**config.mk**
```make
export PLATFORM = sky130hd
export DESIGN_NAME = DifDaqTop
export DESIGN_NICKNAME = d
export VERILOG_FILES = /design/src/logic/DaqPkg.sv /design/src/logic/DaqConfigRegs.sv /design/src/logic/AsicInputSync.sv /design/src/logic/SlaveDaq.sv /design/src/logic/DaqWordMux.sv /design/src/logic/DifDaqTop.sv
export VERILOG_INCLUDE_DIRS = /design/src /design/src/logic
export SDC_FILE = /design/constraint.sdc
export NUM_CORES = 1
export LEC_CHECK = 0
export CAP_MARGIN = 0
export CORE_AREA = 2 2 98 172
export DETAILED_ROUTE_END_ITERATION = 12
export DIE_AREA = 0 0 100 174
export DONT_BUFFER_PORTS = 1
export HOLD_SLACK_MARGIN = 0.12
export PLACE_DENSITY = 0.74
export SLEW_MARGIN = 10
export SYNTH_ARGS = -nofsm -noshare
export SYNTH_HDL_FRONTEND = slang
export SYNTH_SLANG_ARGS = --single-unit
export TNS_END_PERCENT = 20
```
**constraint.sdc**
```tcl
create_clock -name Clk -period 2.9 [get_ports Clk]
set_input_delay 0 -clock Clk [delete_from_list [all_inputs] [get_ports Clk]]
set_output_delay 0 -clock Clk [all_outputs]
set_load 0.05 [all_outputs]
```
**src/logic/daq_macros.svh**
```systemverilog
`ifndef DAQ_MACROS_SVH
`define DAQ_MACROS_SVH

////////////////////////////////////////////////////////////////////////////
// Fixed ASIC timing minimums, counted in Clk cycles
////////////////////////////////////////////////////////////////////////////

// Wake-up of the clock LVDS receivers before reset is released
`define TIME_POWER_RESET 16'd8

// Slow clock and fast clock ticks for internal management after reset
`define TIME_RESET_START 16'd40

// Width of the readout request
`define TIME_SRO 16'd16

////////////////////////////////////////////////////////////////////////////
// Record marker words
////////////////////////////////////////////////////////////////////////////

`define MARK_TRIG_ID 8'hF1     // Upper byte, first trigger-ID word
`define MARK_COUNT   8'hCC     // Upper byte, first count word

`define WORD_TAIL 16'hFF45     // Opens the end-of-run trailer
`define WORD_END  16'h45FF     // Closes the end-of-run trailer

`endif

```
**src/logic/DaqPkg.sv**
```systemverilog
package DaqPkg;

	// Acquisition sequencer states, order matters for the power decode
	typedef enum logic [4:0] {
		Idle           = 5'd0,
		ChipReset      = 5'd1,
		PowerOn        = 5'd2,
		Release        = 5'd3,
		WaitStart      = 5'd4,
		Acquire        = 5'd5,
		WaitRead       = 5'd6,
		StartReadoutSt = 5'd7,
		WaitReadDone   = 5'd8,
		OnceEndSt      = 5'd9,
		OutTrigId1     = 5'd10,
		OutTrigId2     = 5'd11,
		WaitDataEnd    = 5'd12,
		OutTail        = 5'd13,
		OutCount1      = 5'd14,
		OutCount2      = 5'd15,
		OutCount3      = 5'd16,
		FifoLatency    = 5'd17,
		AllDoneSt      = 5'd18
	} DaqState;

	// Host register map
	typedef enum logic [1:0] {
		Control     = 2'd0,     // Bit 0 is the run enable
		AcqTime     = 2'd1,
		EndHold     = 2'd2,
		DataEndWait = 2'd3
	} CfgAddr;

endpackage

```
**src/logic/DaqConfigRegs.sv**
```systemverilog
module DaqConfigRegs (
	input  logic           Clk,
	input  logic           reset_n,
	input  logic           CfgWrite,
	input  DaqPkg::CfgAddr CfgAddr,
	input  logic [15:0]    CfgData,
	output logic [15:0]    CfgReadData,
	output logic           ModuleStart,
	output logic [15:0]    AcquisitionTime,
	output logic [15:0]    EndHoldTime,
	output logic [15:0]    DataEndWait
);
	import DaqPkg::*;

	localparam logic [15:0] ControlInit = 16'd0;
	localparam logic [15:0] AcqTimeInit = 16'd8;
	localparam logic [15:0] EndHoldInit = 16'd4;
	localparam logic [15:0] EndWaitInit = 16'd1600;   // Drain time before the trailer

	logic [15:0] ControlReg;
	logic [15:0] AcqTimeReg;
	logic [15:0] EndHoldReg;
	logic [15:0] EndWaitReg;

	// Host writes, taken on the strobe edge
	always_ff @(posedge Clk or negedge reset_n) begin
		if (!reset_n) begin
			ControlReg <= ControlInit;
			AcqTimeReg <= AcqTimeInit;
			EndHoldReg <= EndHoldInit;
			EndWaitReg <= EndWaitInit;
		end else if (CfgWrite) begin
			case (CfgAddr)
				Control:              ControlReg <= CfgData;
				AcqTime:              AcqTimeReg <= CfgData;
				EndHold:              EndHoldReg <= CfgData;
				DaqPkg::DataEndWait:  EndWaitReg <= CfgData;
				default:              ControlReg <= ControlReg;
			endcase
		end
	end

	// Readback follows the address without a clock
	always_comb begin
		case (CfgAddr)
			Control:              CfgReadData = ControlReg;
			AcqTime:              CfgReadData = AcqTimeReg;
			EndHold:              CfgReadData = EndHoldReg;
			DaqPkg::DataEndWait:  CfgReadData = EndWaitReg;
			default:              CfgReadData = 16'h0000;
		endcase
	end

	assign ModuleStart     = ControlReg[0];   // Run enable
	assign AcquisitionTime = AcqTimeReg;
	assign EndHoldTime     = EndHoldReg;
	assign DataEndWait     = EndWaitReg;

endmodule

```
**src/logic/AsicInputSync.sv**
```systemverilog
module AsicInputSync (
	input  logic Clk,
	input  logic reset_n,
	input  logic AcqStart,
	input  logic ChipSatB,
	input  logic EndReadout,
	input  logic MicrorocDataEn,
	output logic TrigRise,
	output logic ChipFull,
	output logic ReadReady,
	output logic EndRead,
	output logic HitSeen
);
	// Pin order {AcqStart, ChipSatB, EndReadout, MicrorocDataEn}
	localparam logic [3:0] PinIdle = 4'b0100;   // ChipSatB is active low

	logic [3:0] PinRaw;
	logic [3:0] PinMeta;    // First synchronizer stage
	logic [3:0] PinSync;    // Second stage, safe to use
	logic [3:0] PinLast;    // Previous synced value for edges

	assign PinRaw = {AcqStart, ChipSatB, EndReadout, MicrorocDataEn};

	always_ff @(posedge Clk or negedge reset_n) begin
		if (!reset_n) begin
			PinMeta <= PinIdle;
			PinSync <= PinIdle;
			PinLast <= PinIdle;
		end else begin
			PinMeta <= PinRaw;
			PinSync <= PinMeta;
			PinLast <= PinSync;
		end
	end

	// Edge pulses, one Clk cycle wide
	assign TrigRise  = PinSync[3] & ~PinLast[3];   // External trigger
	assign ChipFull  = ~PinSync[2] & PinLast[2];   // One or more ASICs full
	assign ReadReady = PinSync[2] & ~PinLast[2];   // Readout may start
	assign EndRead   = PinSync[1];
	assign HitSeen   = PinSync[0] & ~PinLast[0];   // ASIC sent data

endmodule

```
**src/logic/SlaveDaq.sv**
```systemverilog
`include "daq_macros.svh"

module SlaveDaq (
	input  logic            Clk,
	input  logic            reset_n,
	input  logic            ModuleStart,
	input  logic            TrigRise,
	input  logic            ChipFull,
	input  logic            ReadReady,
	input  logic            EndRead,
	input  logic            HitSeen,
	input  logic            DataTransmitDone,
	input  logic [15:0]     AcquisitionTime,
	input  logic [15:0]     EndHoldTime,
	input  logic [15:0]     DataEndWait,
	output DaqPkg::DaqState State,
	output logic            InternalEn,
	output logic [23:0]     TrigCount,
	output logic            ResetB,
	output logic            StartAcq,
	output logic            ForceExternalRaz,
	output logic            StartReadout,
	output logic            PwrOnA,
	output logic            PwrOnD,
	output logic            PwrOnDac,
	output logic            OnceEnd,
	output logic            AllDone
);
	import DaqPkg::*;

	logic [15:0] DelayCount;   // Shared by every timed state
	logic        RunEn;        // Triggers are counted while set
	logic        HitFlag;      // ASIC produced data since the last trigger

	// Order of the record word states
	function automatic DaqState WordNext(input DaqState Cur);
		case (Cur)
			OutTrigId1: WordNext = OutTrigId2;
			OutTrigId2: WordNext = WaitStart;
			OutTail:    WordNext = OutCount1;
			OutCount1:  WordNext = OutCount2;
			OutCount2:  WordNext = OutCount3;
			default:    WordNext = FifoLatency;
		endcase
	endfunction

	////////////////////////////////////////////////////////////////////////////
	// Acquisition sequencer
	////////////////////////////////////////////////////////////////////////////
	always_ff @(posedge Clk or negedge reset_n) begin
		if (!reset_n) begin
			State            <= Idle;
			DelayCount       <= 16'd0;
			TrigCount        <= 24'd0;
			RunEn            <= 1'b0;
			HitFlag          <= 1'b0;
			InternalEn       <= 1'b0;
			ResetB           <= 1'b1;
			StartAcq         <= 1'b0;
			ForceExternalRaz <= 1'b1;
			StartReadout     <= 1'b0;
			OnceEnd          <= 1'b0;
			AllDone          <= 1'b0;
		end else begin
			OnceEnd <= 1'b0;   // Pulse unless set below
			if (HitSeen)
				HitFlag <= 1'b1;
			if (RunEn && ModuleStart && TrigRise)
				TrigCount <= TrigCount + 24'd1;

			case (State)
				Idle: begin
					if (ModuleStart) begin
						ResetB    <= 1'b0;   // Hold the ASIC digital part in reset
						TrigCount <= 24'd0;
						HitFlag   <= 1'b0;
						State     <= ChipReset;
					end
				end
				ChipReset: State <= PowerOn;
				PowerOn: begin
					if (DelayCount < `TIME_POWER_RESET) begin
						DelayCount <= DelayCount + 16'd1;
					end else begin
						DelayCount <= 16'd0;
						ResetB     <= 1'b1;
						State      <= Release;
					end
				end
				Release: begin
					if (DelayCount < `TIME_RESET_START) begin
						DelayCount <= DelayCount + 16'd1;
					end else begin
						DelayCount <= 16'd0;
						RunEn      <= 1'b1;
						State      <= WaitStart;
					end
				end
				WaitStart: begin
					if (!ModuleStart) begin
						RunEn <= 1'b0;   // Count is frozen from here on
						State <= WaitDataEnd;
					end else if (TrigRise) begin
						StartAcq         <= 1'b1;
						ForceExternalRaz <= 1'b0;
						HitFlag          <= 1'b0;
						State            <= Acquire;
					end
				end
				Acquire: begin
					// Window closes on time or when a chip fills up
					if (DelayCount >= AcquisitionTime || ChipFull) begin
						DelayCount       <= 16'd0;
						StartAcq         <= 1'b0;
						ForceExternalRaz <= 1'b1;
						State            <= WaitRead;
					end else begin
						DelayCount <= DelayCount + 16'd1;
					end
				end
				WaitRead: begin
					if (ReadReady) begin
						StartReadout <= 1'b1;
						State        <= StartReadoutSt;
					end
				end
				StartReadoutSt: begin
					if (DelayCount < `TIME_SRO) begin
						DelayCount <= DelayCount + 16'd1;
					end else begin
						DelayCount   <= 16'd0;
						StartReadout <= 1'b0;
						State        <= WaitReadDone;
					end
				end
				WaitReadDone: begin
					if (EndRead)
						State <= OnceEndSt;
				end
				OnceEndSt: begin
					if (DelayCount < EndHoldTime) begin
						DelayCount <= DelayCount + 16'd1;
					end else begin
						DelayCount <= 16'd0;
						if (HitFlag) begin
							State <= OutTrigId1;   // Append the trigger ID
						end else begin
							OnceEnd <= 1'b1;
							State   <= WaitStart;
						end
					end
				end
				// Each record word takes two cycles, enable in the second
				OutTrigId1, OutTrigId2, OutTail, OutCount1, OutCount2, OutCount3: begin
					if (DelayCount == 16'd0) begin
						DelayCount <= 16'd1;
						InternalEn <= 1'b1;
					end else begin
						DelayCount <= 16'd0;
						InternalEn <= 1'b0;
						State      <= WordNext(State);
						if (State == OutTrigId2)
							OnceEnd <= 1'b1;
						if (State == OutCount3)
							AllDone <= 1'b1;
					end
				end
				WaitDataEnd: begin
					if (DelayCount < DataEndWait) begin
						DelayCount <= DelayCount + 16'd1;
					end else begin
						DelayCount <= 16'd0;
						State      <= OutTail;
					end
				end
				FifoLatency: begin
					if (DelayCount == 16'd0) begin
						DelayCount <= 16'd1;
					end else begin
						DelayCount <= 16'd0;
						State      <= AllDoneSt;
					end
				end
				AllDoneSt: begin
					if (DataTransmitDone) begin
						AllDone <= 1'b0;
						State   <= Idle;
					end
				end
				default: State <= Idle;
			endcase
		end
	end

	// Power pulsing, decoded from the state order
	assign PwrOnD   = State inside {[PowerOn:OutTrigId2]};
	assign PwrOnA   = State inside {[ChipReset:OutTrigId2]};
	assign PwrOnDac = PwrOnA;   // DAC follows the analogue part

endmodule

```
**src/logic/DaqWordMux.sv**
```systemverilog
`include "daq_macros.svh"

module DaqWordMux (
	input  DaqPkg::DaqState State,
	input  logic            InternalEn,
	input  logic [23:0]     TrigCount,
	input  logic [15:0]     MicrorocData,
	input  logic            MicrorocDataEn,
	output logic [15:0]     DaqData,
	output logic            DaqDataEn
);
	import DaqPkg::*;

	logic [15:0] RecordWord;

	////////////////////////////////////////////////////////////////////////////
	// Words made by the sequencer
	////////////////////////////////////////////////////////////////////////////
	always_comb begin
		case (State)
			OutTrigId1: RecordWord = {`MARK_TRIG_ID, TrigCount[23:16]};
			OutTrigId2: RecordWord = TrigCount[15:0];
			OutTail:    RecordWord = `WORD_TAIL;
			OutCount1:  RecordWord = {`MARK_COUNT, TrigCount[23:16]};
			OutCount2:  RecordWord = TrigCount[15:0];
			OutCount3:  RecordWord = `WORD_END;
			default:    RecordWord = 16'h0000;
		endcase
	end

	// Record words win, ASIC data passes with no latency otherwise
	always_comb begin
		if (InternalEn) begin
			DaqData   = RecordWord;
			DaqDataEn = 1'b1;
		end else begin
			DaqData   = MicrorocData;
			DaqDataEn = MicrorocDataEn;
		end
	end

endmodule

```
**src/logic/DifDaqTop.sv**
```systemverilog
module DifDaqTop (
	input  logic           Clk,
	input  logic           reset_n,
	// Host register port
	input  logic           CfgWrite,
	input  DaqPkg::CfgAddr CfgAddr,
	input  logic [15:0]    CfgData,
	output logic [15:0]    CfgReadData,
	// ASIC status and data
	input  logic           AcqStart,
	input  logic           ChipSatB,
	input  logic           EndReadout,
	input  logic [15:0]    MicrorocData,
	input  logic           MicrorocDataEn,
	// Downstream data
	input  logic           DataTransmitDone,
	output logic [15:0]    DaqData,
	output logic           DaqDataEn,
	// ASIC control
	output logic           ResetB,
	output logic           StartAcq,
	output logic           ForceExternalRaz,
	output logic           StartReadout,
	output logic           PwrOnA,
	output logic           PwrOnD,
	output logic           PwrOnDac,
	output logic           OnceEnd,
	output logic           AllDone
);
	import DaqPkg::*;

	logic        ModuleStart;
	logic [15:0] AcquisitionTime;
	logic [15:0] EndHoldTime;
	logic [15:0] DataEndWait;
	logic        TrigRise;
	logic        ChipFull;
	logic        ReadReady;
	logic        EndRead;
	logic        HitSeen;
	DaqState     State;
	logic        InternalEn;
	logic [23:0] TrigCount;

	DaqConfigRegs DaqConfigRegs_i (
		.Clk, .reset_n, .CfgWrite, .CfgAddr, .CfgData, .CfgReadData,
		.ModuleStart, .AcquisitionTime, .EndHoldTime, .DataEndWait
	);

	AsicInputSync AsicInputSync_i (
		.Clk, .reset_n, .AcqStart, .ChipSatB, .EndReadout, .MicrorocDataEn,
		.TrigRise, .ChipFull, .ReadReady, .EndRead, .HitSeen
	);

	SlaveDaq SlaveDaq_i (
		.Clk, .reset_n, .ModuleStart, .TrigRise, .ChipFull, .ReadReady, .EndRead,
		.HitSeen, .DataTransmitDone, .AcquisitionTime, .EndHoldTime, .DataEndWait,
		.State, .InternalEn, .TrigCount, .ResetB, .StartAcq, .ForceExternalRaz,
		.StartReadout, .PwrOnA, .PwrOnD, .PwrOnDac, .OnceEnd, .AllDone
	);

	// Raw ASIC data goes straight to the mux
	DaqWordMux DaqWordMux_i (
		.State, .InternalEn, .TrigCount, .MicrorocData, .MicrorocDataEn,
		.DaqData, .DaqDataEn
	);

endmodule

```
=== Word level (Yosys, flattened, before mapping) ===
Cells that the tools add are included.

* Word-level logic and storage cells: 167
* Input bits: 42
* Register bits after elaboration: 130
* Output and inout port bits: 42

* Equality and inequality tests: 38
* Mux-type cells: 64
* Bitwise operators: 8
* Order comparisons: 9
* $add $sub $neg: 2
* Reduce and logical (&&, ||, !) cells: 27

{| class="wikitable"
|+ Operator list
! kind !! count
|-
| $mux W16 || 7
|-
| $pmux W16 S7 || 1
|-
| $pmux W16 S5 || 1
|-
| $mux W24 || 3
|-
| $mux W5 || 14
|-
| $pmux W5 S14 || 1
|-
| $pmux W16 S4 || 1
|-
| $eq A5 B4 Y1 const B || 8
|-
| $lt A16 B16 Y1 || 2
|-
| $mux W1 || 26
|-
| $ne A2 B2 Y1 const B || 13
|-
| $pmux W5 S5 || 1
|-
| $add A24 B1 Y24 const B || 1
|-
| $eq A5 B3 Y1 const B || 4
|-
| $add A16 B1 Y16 const B || 1
|-
| $ge A16 B16 Y1 || 1
|-
| $logic_not A16 Y1 || 1
|-
| $lt A16 B4 Y1 const B || 1
|-
| $lt A16 B5 Y1 const B || 1
|-
| $lt A16 B6 Y1 const B || 1
|-
| $pmux W1 S2 || 8
|-
| $eq A5 B5 Y1 const B || 3
|-
| $reduce_and A13 Y1 || 1
|-
| $eq A5 B2 Y1 const B || 2
|-
| 23 further kinds || 45
|}

=== Longest topological paths before layout ===
* Depth after elaboration: 6
* Depth in mapped cells: 11

=== Cells and area by module ===
Synthesis repeated with hierarchy kept, for this count alone.

* Cell total of the unflattened synthesis: 794
* Area total of the unflattened synthesis: 8104.0 µm²

{| class="wikitable"
|+ By module, submodules not included
! module !! area each (µm²) !! cells an instance !! instances !! sequential area each (µm²)
|-
| SlaveDaq || 4346.7 || 540 || 1 || 1353.8
|-
| DaqConfigRegs || 2813.9 || 156 || 1 || 1607.8
|-
| DaqWordMux || 636.9 || 83 || 1 || 0.0
|-
| AsicInputSync || 306.5 || 15 || 1 || 279.0
|}

=== Least setup slack after synthesis ===
Ideal clock, no wire load.

* Path type: register to output
* From: register SlaveDaq_i.State[3]
* To: output port PwrOnDac
* Required time: 2900 ps
* Slack: 405 ps
* Data arrival time: 2495 ps
* Stages on the path, launching flop included: 5
* Path through: dfrtp_1 -> buf_2 -> buf_1 -> a221oi_1 -> buf_4

* Longest elaborated chain between the ends: 2
* Elaborated cells on any way between the ends: 3
* Classes of those cells: order compare (2); reduce/logical (1)

{| class="wikitable"
|+ RTL lines
! item !! RTL line !! text
|-
| from (decl) || SlaveDaq.sv:16 || <nowiki>output DaqPkg::DaqState State,</nowiki>
|-
| from (signal assigned) || SlaveDaq.sv:52 || <nowiki>State <= Idle;</nowiki>
|-
| from (signal assigned) || SlaveDaq.sv:77 || <nowiki>State <= ChipReset;</nowiki>
|-
| from (signal assigned) || SlaveDaq.sv:80 || <nowiki>ChipReset: State <= PowerOn;</nowiki>
|-
| $ge A5 B1 Y1 or $le A5 B4 Y1 (tied branches) || SlaveDaq.sv:197 || <nowiki>assign PwrOnA = State inside {[ChipReset:OutTrigId2]};</nowiki>
|-
| $logic_and A1 B1 Y1 * || SlaveDaq.sv:197 ||
|-
| to (decl) || DifDaqTop.sv:26 || <nowiki>output logic PwrOnDac,</nowiki>
|}

Mark *: on every way between the ends. The rest lies on a longest branch, timed or not.

=== Worst setup path after layout ===
* From: register SlaveDaq_i.DelayCount[5]
* To: register SlaveDaq_i.State[2]

* Longest elaborated chain between the ends: 4
* Elaborated cells on any way between the ends: 17
* Classes of those cells: order compare (6); eq/ne (8); reduce/logical (3)

{| class="wikitable"
|+ RTL lines
! item !! RTL line !! text
|-
| from (decl) || SlaveDaq.sv:31 || <nowiki>logic [15:0] DelayCount;</nowiki>
|-
| from (signal assigned) || SlaveDaq.sv:83 || <nowiki>DelayCount <= DelayCount + 16'd1;</nowiki>
|-
| from (signal assigned) || SlaveDaq.sv:92 || <nowiki>DelayCount <= DelayCount + 16'd1;</nowiki>
|-
| from (signal assigned) || SlaveDaq.sv:118 || <nowiki>DelayCount <= DelayCount + 16'd1;</nowiki>
|-
| $ge A16 B16 Y1 || SlaveDaq.sv:112 || <nowiki>if (DelayCount >= AcquisitionTime || ChipFull) begin</nowiki>
|-
| $logic_or A1 B1 Y1 || SlaveDaq.sv:112 ||
|-
| $ne A2 B1 Y1 (no source line) || n/a ||
|-
| $reduce_and A13 Y1 (no source line) * || n/a ||
|-
| to (signal assigned) || SlaveDaq.sv:107 || <nowiki>State <= Acquire;</nowiki>
|-
| to (signal assigned) || SlaveDaq.sv:116 || <nowiki>State <= WaitRead;</nowiki>
|-
| to (signal assigned) || SlaveDaq.sv:124 || <nowiki>State <= StartReadoutSt;</nowiki>
|}

Marked as above.
A chain may end at the register's enable or synchronous reset.

==> out/metrics.csv <==
metric,value,unit
n_diodes,0,
Vias/cell,6.10,
Die ar.,0.0174,mm2
Post-synth ARST share,100,%
Slew HR,32.8,%
initial core utilization,47.9,%
Post-Syn Nets,872,
Synth Flop Type,dfrtp_1,
FF-to-FF Start,SlaveDaq_i.DelayCount[5],
I/O Buffers,0,
Logic pwr share,42.0,%
switching power,3.47,mW
worst-skew pair later-pin latency,420,ps
"Hold Vio Cnt, Final",129,
Crit path required time,3260,ps
top cells by area in the synthesized netlist,"dfrtp_1, mux2_2, ha_1, mux4_2, nor2_1",
reg2reg setup slack,130,ps
num rows,62,
grt ovf,0,
DR pass1 iterations,8,
WP buf/inv,1,
P per Cell Area,888,mW/mm2
Seq pwr share,31.0,%
VDD IR-drop max,0.000563,V
hpwl dp,14.3,mm
clk slew on worst S/H paths,60,ps
vias in the first global route,6480,
Routed Antenna Nets,0,
min setup slack post-route,133,ps
netlist area before placement,0.00773,mm2
max-cap viol count,0,
cts-stage hold buffer count,27,
Max H-tree Level,4,
Post-Route Setup TNS,0,ps
final setup skew,9.23,ps
Register-to-Register Path Depth,10,
Synth-to-Final Area Change,16.9,%
clock sink count,129,
crit start category,flip-flop,
crit path from,SlaveDaq_i.DelayCount[5],
clock network fraction of total power,27.0,%
crit path kind,flip-flop to flip-flop,
Vias,6315,
Synth Register Bits,129,
pre-CTS WS,-49.9,ps
drt total wl,19.9,mm
CTS tree,built,
Critical Path AT,3120,ps
largest net degree at the start of global routing,130,
Die W,100,um
"Seq/Total Area, Yosys",41.9,%
top-count cell post-synth,dfrtp_1,
CTS Buf Count,17,
number of flops mapped to enable cells by yosys,0,
Sw Ratio,43.2,%
Residual DRC,0,
Longest Clk Path Bufs,2,
maximum fanout along the worst path,10,
Crit path depth,10,
clock root buffer,clkbuf_16,
initial antenna violation count,0,
status,"finished, violations left",
Setup Buffers After CTS,0,
global-route wire length before repair,32.5,mm
Synth area leader,dfrtp_1,
most frequent cells after synthesis,"dfrtp_1, nor2_1, mux2_2",
top-area cell type share of the netlist area,38.5,%
CP max stage cell,or4_1,
core area,0.0161,mm2
drt wl/cell,19.2,um
hold slack,-722,ps
Worst Hold Class,input pin to asynchronous set/reset pin,
Critical Path Sink,SlaveDaq_i.State[2],
min cycle time layout,2770,ps
family with the most delay on the worst path,compound AO/OA/AOI/OAI gates,
Int Power,4.56,mW
Vert. Die Dim,174,um
RSZ-0062 raised after global routing,true,
Finish-stage setup viols,0,
reg-to-reg endpoint,SlaveDaq_i.State[2],
failing checks,hold timing,
Max Transition Viols Final,0,
drt initial violations,311,
P_leak,4.16,nW
CP Cell Sequence,"buf_4, ha_1, a21o_1, a211oi_1, o21ai_0, o2111ai_2, a21boi_2, o211ai_4, or4_1, nand2_1",
Max Freq,0.361,GHz
final period utilization,95.4,%
syn_area_per_cell,9.90,um2
CP max stage delay,490,ps
placer congestion estimate,0.938,
share of cells above drive strength 1,21.8,%
Syn Inst Count,781,
worst-margin pin slew,1000,ps
# IOs,84,
synth unique cells,67,
crit path capture type,flip-flop,
total track usage,23.7,%
Final nets,922,
Syn. warnings,0,
-- power by group through the flow --
| stage | logic, mW | registers, mW | clock network [mW] |
|---|---|---|---|
| floorplan | 2.55 | 2.36 | 0 |
| global placement | 3.22 | 2.51 | 0 |
| global route | 3.65 | 2.53 | 2.27 |
| detailed placement | 3.25 | 2.52 | 0 |
| CTS | 3.32 | 2.49 | 2.19 |
| finish | 3.38 | 2.49 | 2.17 |
-- cells by family (layout without fill, tap and decap cells) --
family,after synthesis,count (layout),synth area share (%)
flops,129,129,41.9
simple gates,228,228,14.5
buf+inv,100,163,5.08
xor+xnor,13,13,1.47
fa+ha+maj,49,49,7.93
compound gates,179,179,14.8
mux,83,83,14.4
-- through the flow --
stage               power [mW]  utilization, %  area [um2]  hold slack (ps)  instances
floorplan                 4.91               -        7730             -296        781
detailed placement        5.77            50.5        8150             -289        977
CTS                       8.00            55.9        9020             -731       1036
finish                    8.03            56.1        9040             -722       1036
global placement          5.73            50.5        8150             -288        977
global route              8.45            56.1        9040             -742       1036
-- worst reg2reg max path: stages, from the launching register on --
cell	delay (ps)
dfrtp_1	430
buf_4	180
ha_1	290
a21o_1	140
a211oi_1	70
o21ai_0	400
o2111ai_2	210
a21boi_2	280
o211ai_4	150
or4_1	490
nand2_1	70
-- how the worst min path moves through the flow --
stage,to,from,slack [ps],cells after the start
after global routing,DaqConfigRegs_i.EndHoldTime[12],reset_n,-740,0
final,asynchronous set/reset pin,reset_n,-720,0
after floorplan,AsicInputSync_i.PinLast[0],reset_n,-300,0
after detailed placement,DaqConfigRegs_i.ControlReg[14],reset_n,-290,0
after global placement,DaqConfigRegs_i.ControlReg[13],reset_n,-290,0
after CTS,DaqConfigRegs_i.DataEndWait[11],reset_n,-730,0
-- cell type report --
| class | count | area, um2 |
|---|---|---|
| clock buffers | 19 | 443 |
| clock inverters | 13 | 154 |
| fillers | 1404 | 7090 |
| inverters | 64 | 240 |
| multi-input cells | 552 | 4160 |
| flip-flops and latches | 129 | 3240 |
| well taps | 192 | 240 |
| repair buffers | 67 | 571 |
-- placed cells by master, fill, tap and decap left out, types with 6 or more instances in the layout --
cell           synthesis  routed
a21o_1                 8       8
a21oi_1               46      46
a221oi_1              10       9
a31oi_1               13      13
and3_1                11      11
buf_4                  1      40
clkbuf_16              0      17
dfrtp_1              119     118
dfstp_2               10      10
dlygate4sd3_1          0      27
ha_1                  49      49
inv_1                 63      63
mux2_2                65      65
mux4_2                16      16
nand2_1               50      50
nand2b_1               6       6
nand3_1               25      25
nand4_1               15      15
nor2_1                75      75
nor3_1                11      11
o21ai_0               49      49
xor2_1                 9       9
-- layer usage --
| layer | GRT usage [%] | share of wire (%) | vias to the layer above |
|---|---|---|---|
| li1 | - | - | 2940 |
| met1 | 25.7 | 36 | 3112 |
| met2 | 44.1 | 55 | 207 |
| met3 | 3.98 | 4.6 | 56 |
| met4 | 10.7 | 4.0 | 0 |
| met5 | 0 | 0 | - |
-- repair_timing --
item                                    CTS  global route
endpoints found under the setup margin    1            19
resized for setup                         2             5
hold endpoints to repair                198           129
No activity file was read; power rests on OpenSTA's default activity.
